===== src/hdl/memBusPkg.sv =====
package memBusPkg;

  // one data word on the memory bus
  localparam int wordBits = 32;

  // words per memory block, also words per cache line
  localparam int blockWords = 4;

  // one whole block as returned by the memory
  localparam int blockBits = wordBits * blockWords;

  // opcode from arbiter to memory
  // MEM_IDLE means no access in flight
  typedef enum logic [1:0]
  {
    MEM_IDLE,
    MEM_READ,
    MEM_WRITE
  } memOp;

endpackage


===== src/hdl/cacheTypesPkg.sv =====
package cacheTypesPkg;

  // cache controller states, shared by both caches
  // C_IDLE is the cycle after reset or after a completion
  typedef enum logic [1:0]
  {
    C_IDLE,
    C_LOOKUP,
    C_FILL,
    C_WRITE
  } cacheState;

  // arbiter state, the side that currently owns the memory
  typedef enum logic [1:0]
  {
    G_NONE,
    G_INSTR,
    G_DATA
  } arbGrant;

endpackage


===== src/hdl/memArbiter.sv =====
`timescale 1ns/10ps

module memArbiter #(
  parameter int memAddrBits = 12,
  localparam int offBits = $clog2(memBusPkg::blockWords)
) (
  input  logic                           clk,
  input  logic                           rstN,
  input  logic                           iFillReq,
  input  logic [memAddrBits-offBits-1:0] iFillAddr,
  output logic                           iDone,
  input  logic                           dFillReq,
  input  logic                           dWriteReq,
  input  logic [memAddrBits-1:0]         dAddr,
  input  logic [memBusPkg::wordBits-1:0] dWd,
  output logic                           dDone,
  output memBusPkg::memOp                op,
  output logic [memAddrBits-1:0]         addr,
  output logic [memBusPkg::wordBits-1:0] wd,
  input  logic                           valid
);

  cacheTypesPkg::arbGrant grant;

  // set when the data side was the last one served
  logic lastData;
  logic dReq;
  logic pickData;

  assign dReq = dFillReq || dWriteReq;
  // on a tie the side not served last goes first
  assign pickData = dReq && (!iFillReq || !lastData);

  // grant held until the memory pulses valid
  always_ff @(posedge clk or negedge rstN)
  begin
    if (!rstN)
    begin
      grant <= cacheTypesPkg::G_NONE;
      op <= memBusPkg::MEM_IDLE;
      lastData <= 1'b0;
    end
    else if (grant == cacheTypesPkg::G_NONE)
    begin
      if (pickData)
      begin
        grant <= cacheTypesPkg::G_DATA;
        op <= dWriteReq ? memBusPkg::MEM_WRITE : memBusPkg::MEM_READ;
        lastData <= 1'b1;
      end
      else if (iFillReq)
      begin
        grant <= cacheTypesPkg::G_INSTR;
        op <= memBusPkg::MEM_READ;
        lastData <= 1'b0;
      end
    end
    else if (valid)
    begin
      grant <= cacheTypesPkg::G_NONE;
      op <= memBusPkg::MEM_IDLE;
    end
  end

  // address and write word latched together with the grant
  always_ff @(posedge clk)
  begin
    if (grant == cacheTypesPkg::G_NONE)
    begin
      addr <= pickData ? dAddr : {iFillAddr, offBits'(0)};
      wd <= dWd;
    end
  end

  // completion goes back only to the owner
  assign iDone = valid && (grant == cacheTypesPkg::G_INSTR);
  assign dDone = valid && (grant == cacheTypesPkg::G_DATA);

endmodule


===== config.mk =====
export PLATFORM = sky130hd
export DESIGN_NAME = memArbiter
export DESIGN_NICKNAME = d
export VERILOG_FILES = /design/src/hdl/memBusPkg.sv /design/src/hdl/cacheTypesPkg.sv /design/src/hdl/memArbiter.sv
export SDC_FILE = /design/constraint.sdc
export NUM_CORES = 1
export LEC_CHECK = 0
export BUFFER_PORTS_ARGS = -buffer_cell sky130_fd_sc_hd__buf_4
export CORE_MARGIN = 2
export CORE_UTILIZATION = 45
export CTS_CLUSTER_SIZE = 10
export DETAILED_ROUTE_END_ITERATION = 10
export PLACE_DENSITY = 0.84
export SYNTH_ARGS = -nofsm -noshare
export SYNTH_HDL_FRONTEND = slang
export SYNTH_SLANG_ARGS = --single-unit

===== constraint.sdc =====
create_clock -name clk -period 10.01 [get_ports clk]
set_clock_uncertainty 0.1 [all_clocks]
set_input_delay 0.5005 -clock clk [delete_from_list [all_inputs] [get_ports clk]]
set_output_delay 0.5005 -clock clk [all_outputs]
set_load 0.005 [all_outputs]

==> results of run 1 <==
-- where the power goes --
group	leakage, nW	internal (mW)	switching (mW)
logic	0.629	0.120	0.103
clock network	0.0518	0.0735	0.0608
registers	0.488	0.333	0.0303
-- synth_stat cells --
cell,number,area (um2)
edfxtp_1,44,1320
mux2_2,10,113
dfrtp_1,5,125
nand2_1,3,11.3
and2_1,2,12.5
and3_1,2,12.5
inv_1,2,7.51
o21ai_0,2,10.0
a22o_1,1,8.76
a2bb2oi_4,1,26.3
a31o_2,1,8.76
and2_2,1,7.51
and3_2,1,7.51
buf_6,1,11.3
mux2i_1,1,10.0
nor2_1,1,3.75
o22ai_1,1,6.26
o31ai_1,1,7.51
-- cell families (layout without fill, tap and decap cells) --
| logic type | after synthesis | count (layout) | synth area share (%) |
|---|---|---|---|
| AOI/OAI and AO/OA | 7 | 7 | 3.95 |
| and+or+nand+nor | 10 | 10 | 3.22 |
| buffers and inverters | 3 | 118 | 1.10 |
| DFF | 49 | 49 | 84.6 |
| muxes | 11 | 11 | 7.17 |
-- final timing paths --
| kind | start | end | slack [ns] |
|---|---|---|---|
| worst max-delay path | grant[1]$_DFFE_PN0P_ | op[1]$_DFFE_PN0P_ | 7.72 |
| worst min-delay path | dWd[10] | wd[10]$_DFFE_PP_ | 0.28 |
| worst max register to register | grant[1]$_DFFE_PN0P_ | op[1]$_DFFE_PN0P_ | 7.72 |
| worst min register to register | op[1]$_DFFE_PN0P_ | op[1]$_DFFE_PN0P_ | 0.42 |
| max in group asynchronous | rstN | op[1]$_DFFE_PN0P_ | 9.26 |
| min in group asynchronous | rstN | op[0]$_DFFE_PN0P_ | 0.44 |
-- flip-flops by register name, indices dropped and copies added, names as in the netlist --
signal,count
op,2
lastData,1
grant,2
wd,32
addr,12
-- routing by layer --
layer	GRT usage [%]	vias to the layer above	share of wire [%]
li1	-	536	-
met1	20.1	537	38
met2	33.1	67	53
met3	5.31	4	8.3
met4	6.25	0	0.89
met5	0	-	0
-- layout make-up --
| class | instances | area [um2] | share of cell area, % |
|---|---|---|---|
| inverter | 2 | 7.51 | 0.279 |
| tap | 48 | 60.1 | 2.23 |
| clock buffer | 5 | 68.8 | 2.56 |
| clock inverter | 3 | 41.3 | 1.53 |
| timing repair buffer | 108 | 813 | 30.2 |
| sequential | 49 | 1450 | 53.8 |
| multi-input combinational | 28 | 253 | 9.40 |
-- worst max-delay path, cell delays in order (launching register included) --
cell and delay (ns):
dfrtp_1 0.43, nor2_4 0.96, o31ai_1 0.36, a31o_2 0.33
-- per-stage QoR --
step | utilization (%) | setup slack, ns | cell area (um2) | hold WS [ns]
5_1_grt | 73.5 | 7.52 | 2690 | 0.260
6_report | 73.5 | 7.72 | 2690 | 0.278
2_1_floorplan | - | 6.59 | 1710 | 0.105
4_1_cts | 73.5 | 7.73 | 2690 | 0.268
3_3_place_gp | 70.2 | 7.85 | 2570 | 0.200
3_5_place_dp | 70.2 | 7.75 | 2570 | 0.204
==> results.json, run 1 <==
{
  "status": "finished clean",
  "grt_pass1_wl_mm": 5.59,
  "synth_area_mm2": 0.00171,
  "peakVddDrop_v": 0.000124,
  "drive_gt1_share_pct": 66.2,
  "start_kind": "register",
  "postCtsHoldBufs": 1,
  "whs_path_depth": 1,
  "floorplan.initialDensity_pct": 46.7,
  "core_mm2": 0.00366,
  "ys_ff_latch": 49,
  "cts_sinks": 49,
  "crit_required_ns": 10.09,
  "final_common_cell": "buf_4",
  "via_count": 1144,
  "post_cts_buffers": 0,
  "setup_violations": 0,
  "hold_class": "input port to register",
  "cts_made_buffers": 5,
  "route.detailed.drc": 0,
  "wirelength_mm": 3.92,
  "fin_crit_sh_pct": 22.9,
  "drt_pass1_iterations": 4,
  "clk_transition_reported_paths_ns": 0.09,
  "syn_inst": 80,
  "report.final.slew_viol_count": 0,
  "cts-root-buf": "clkbuf_8",
  "io_pins": 108,
  "grt_max_degree": 49,
  "endpoint_kind": "register",
  "n_antenna_cell": 0,
  "layout_min_cycle_time_ns": 2.29,
  "synth.avg_cell_area_um2": 21.4,
  "max_slew_margin_pct": 18.5,
  "ys_seq_area_share_pct": 84.6,
  "via_per_inst": 4.71,
  "routedWlPerCell_um": 16.1,
  "ctsHtreeMaxLevel": 2,
  "cts_max_path_buffers": 2,
  "die_area_mm2": 0.00431,
  "clock_latency_ns": 0.29,
  "cts_tree": "yes",
  "finalNetCount": 254,
  "p_leak_nw": 1.17,
  "grt_pass1_vias": 1156,
  "crit_type": "register to register",
  "fin_cells": 243,
  "die_y_um": 65.7,
  "critPathMaxFanout": 48,
  "grt_antenna_before_repair": 0,
  "fin_tns_setup_ns": 0,
  "yosysWarningCount": 0,
  "fin_total_pwr_mw": 0.721,
  "dp.cells": 234,
  "area_growth_pct": 57.3,
  "portBuffers": 107,
  "worst_pin_slew_ns": 1.22,
  "p_per_area_mw_per_mm2": 268,
  "dr.first_iter.drc_count": 80,
  "crit_arrival_ns": 2.38,
  "fp.dieW_um": 65.7,
  "reg2reg_depth": 3,
  "grt.total_usage_pct": 18.2,
  "max_freq_mhz": 436,
  "rsz0062_at_grt": "false",
  "overflow": 0,
  "layout_common_cells": "buf_4, edfxtp_1, mux2_2",
  "synth_nets": 140,
  "cts_resized": 0,
  "fill_cells": 229,
  "drtAntennaViolNets": 0,
  "hold_viol": 0,
  "drv_cap": 0,
  "row_count": 22,
  "gp_congestion": 0.656,
  "ys_types": 18
}
Note: power is estimated with default switching activity, not from simulation.
==> run 2, diff against run 1 <==
- CORE_UTILIZATION: 45 -> 37
- PLACE_DENSITY: 0.84 -> 0.74
- clock period: 10.01 -> 2.04 ns (I/O delays scaled with it)
==> run 2 against run 1 <==
Net effect: non-clock buffer count up 43; die area up 20%; power rose to 4.9 times the previous value; sequential power rose to 4.9 times the previous value; sequential cell count unchanged.
==> results.json, run 2 (synthesis gave the netlist of run 1 again) <==
{
  "drtAntennaViolNets": 0,
  "cts_made_buffers": 5,
  "busiest_layer": "met2",
  "crit_arrival_ns": 1.53,
  "die_area_mm2": 0.00518,
  "status": "finished clean",
  "finalNetCount": 297,
  "grt_max_degree": 27,
  "r2r_slack_ns": 0.46,
  "top_regs": "wd x32, addr x12",
  "floorplan.initialDensity_pct": 38.7,
  "peakVddDrop_v": 0.000867,
  "grt_use_met2_pct": 35.3,
  "drt_pass1_iterations": 4,
  "top_register": "wd",
  "drv_cap": 0,
  "report.final.slew_viol_count": 0,
  "grt_pass1_wl_mm": 6.69,
  "cts_sinks": 49,
  "cts_tree": "yes",
  "grt_use_met3_pct": 5.28,
  "post_cts_buffers": 0,
  "max_slew_margin_pct": 54.6,
  "drive_gt1_share_pct": 55.5,
  "critPathMaxFanout": 15,
  "cts-root-buf": "clkbuf_8",
  "grt_antenna_before_repair": 0,
  "setup_violations": 0,
  "max_stage_delay_ns": 0.44,
  "holdWs_ns": 0.0103,
  "hp-start": "iFillAddr[2]",
  "die_y_um": 72.0,
  "grtUsageMet1_pct": 16.2,
  "endpoint_kind": "register",
  "overflow": 0,
  "fp.dieW_um": 72.0,
  "grt.total_usage_pct": 17.2,
  "start_kind": "register",
  "largest_reg_flops": 32,
  "clk_transition_reported_paths_ns": 0.09,
  "reg2reg_from": "lastData$_DFFE_PN0P_",
  "p_leak_nw": 1.34,
  "r2r-end": "addr[11]$_DFFE_PP_",
  "hold_viol": 0,
  "reg2reg_depth": 2,
  "crit_required_ns": 1.99,
  "worst_pin_slew_ns": 0.675,
  "portBuffers": 107,
  "area_growth_pct": 81.1,
  "gp_congestion": 0.705,
  "hold_class": "input port to register",
  "fin_tns_setup_ns": 0,
  "row_count": 24,
  "ctsHtreeMaxLevel": 2,
  "route.detailed.drc": 0,
  "core_mm2": 0.00441,
  "holdPathEnd": "addr[4]$_DFFE_PP_",
  "crit_slowest_cell": "dfrtp_1",
  "dr.first_iter.drc_count": 62,
  "grt_pass1_vias": 1433,
  "routedWlPerCell_um": 15.1,
  "crit_type": "register to register",
  "via_count": 1308,
  "dp_hpwl_mm": 2.87,
  "n_antenna_cell": 0,
  "rsz0062_at_grt": "false",
  "io_pins": 108,
  "p_per_area_mw_per_mm2": 1140,
  "whs_path_depth": 2,
  "layout_common_cells": "buf_4, edfxtp_1, dlygate4sd3_1",
  "wirelength_mm": 4.39,
  "layout_min_cycle_time_ns": 1.58,
  "fin_crit_sh_pct": 77.5,
  "clock_latency_ns": 0.29,
  "max_freq_mhz": 633,
  "final_common_cell": "buf_4",
  "cts_max_path_buffers": 2,
  "fill_cells": 311,
  "via_per_inst": 4.51,
  "cp_cell_sequence": "a2bb2oi_4 -> mux2_2"
}
[run 2: cell type report]
| type | instances | area, um2 | share of cell area (%) |
|---|---|---|---|
| Sequential cell | 49 | 1450 | 46.7 |
| Timing Repair Buffer | 151 | 1240 | 40.0 |
| Multi-Input combinational cell | 28 | 253 | 8.16 |
| Clock buffer | 5 | 68.8 | 2.22 |
| Tap cell | 52 | 65.1 | 2.10 |
| Clock inverter | 3 | 17.5 | 0.566 |
| Inverter | 2 | 7.51 | 0.242 |
[run 2: per-stage QoR]
step	area (um2)	worst slack [ns]	cells	util [%]	power (mW)
floorplan	1720	0.0875	80	-	2.18
global placement	2590	0.538	240	58.7	2.89
detailed placement	2590	0.479	240	58.7	2.94
CTS	3060	0.463	286	69.2	3.55
global route	3100	0.409	290	70.2	3.73
finish	3100	0.460	290	70.2	3.53
[run 2: what timing repair did]
action	in CTS	in global routing
hold endpoints to repair	41	3
resized for setup	0	0
hold buffers	38	4
[run 2: power by group]
group	total (mW)	internal, mW	switching, mW
clock	0.542	0.237	0.305
sequential	1.77	1.62	0.151
combinational	1.22	0.673	0.543
[run 2: layer usage]
layer | share of wire (%) | up-vias
met5 | 0 | -
met2 | 58 | 63
met4 | 0.27 | 0
met3 | 7.9 | 2
li1 | - | 623
met1 | 34 | 620
[run 2: worst max path at each step]
stage	startpoint	endpoint	slack, ns	cells after the start
CTS	lastData$_DFFE_PN0P_	addr[4]$_DFFE_PP_	0.46	2
floorplan	grant[1]$_DFFE_PN0P_	op[1]$_DFFE_PN0P_	0.09	3
global placement	lastData$_DFFE_PN0P_	addr[11]$_DFFE_PP_	0.54	2
global route	grant[1]$_DFFE_PN0P_	op[1]$_DFFE_PN0P_	0.41	4
detailed placement	lastData$_DFFE_PN0P_	addr[4]$_DFFE_PP_	0.48	2
finish	lastData$_DFFE_PN0P_	addr[11]$_DFFE_PP_	0.46	2
[run 2: worst max-delay path: cells and delay by family (launching register included)]
kind	cells	cell delay (ns)
compound gates	1	0.40
flops	1	0.44
mux	1	0.40
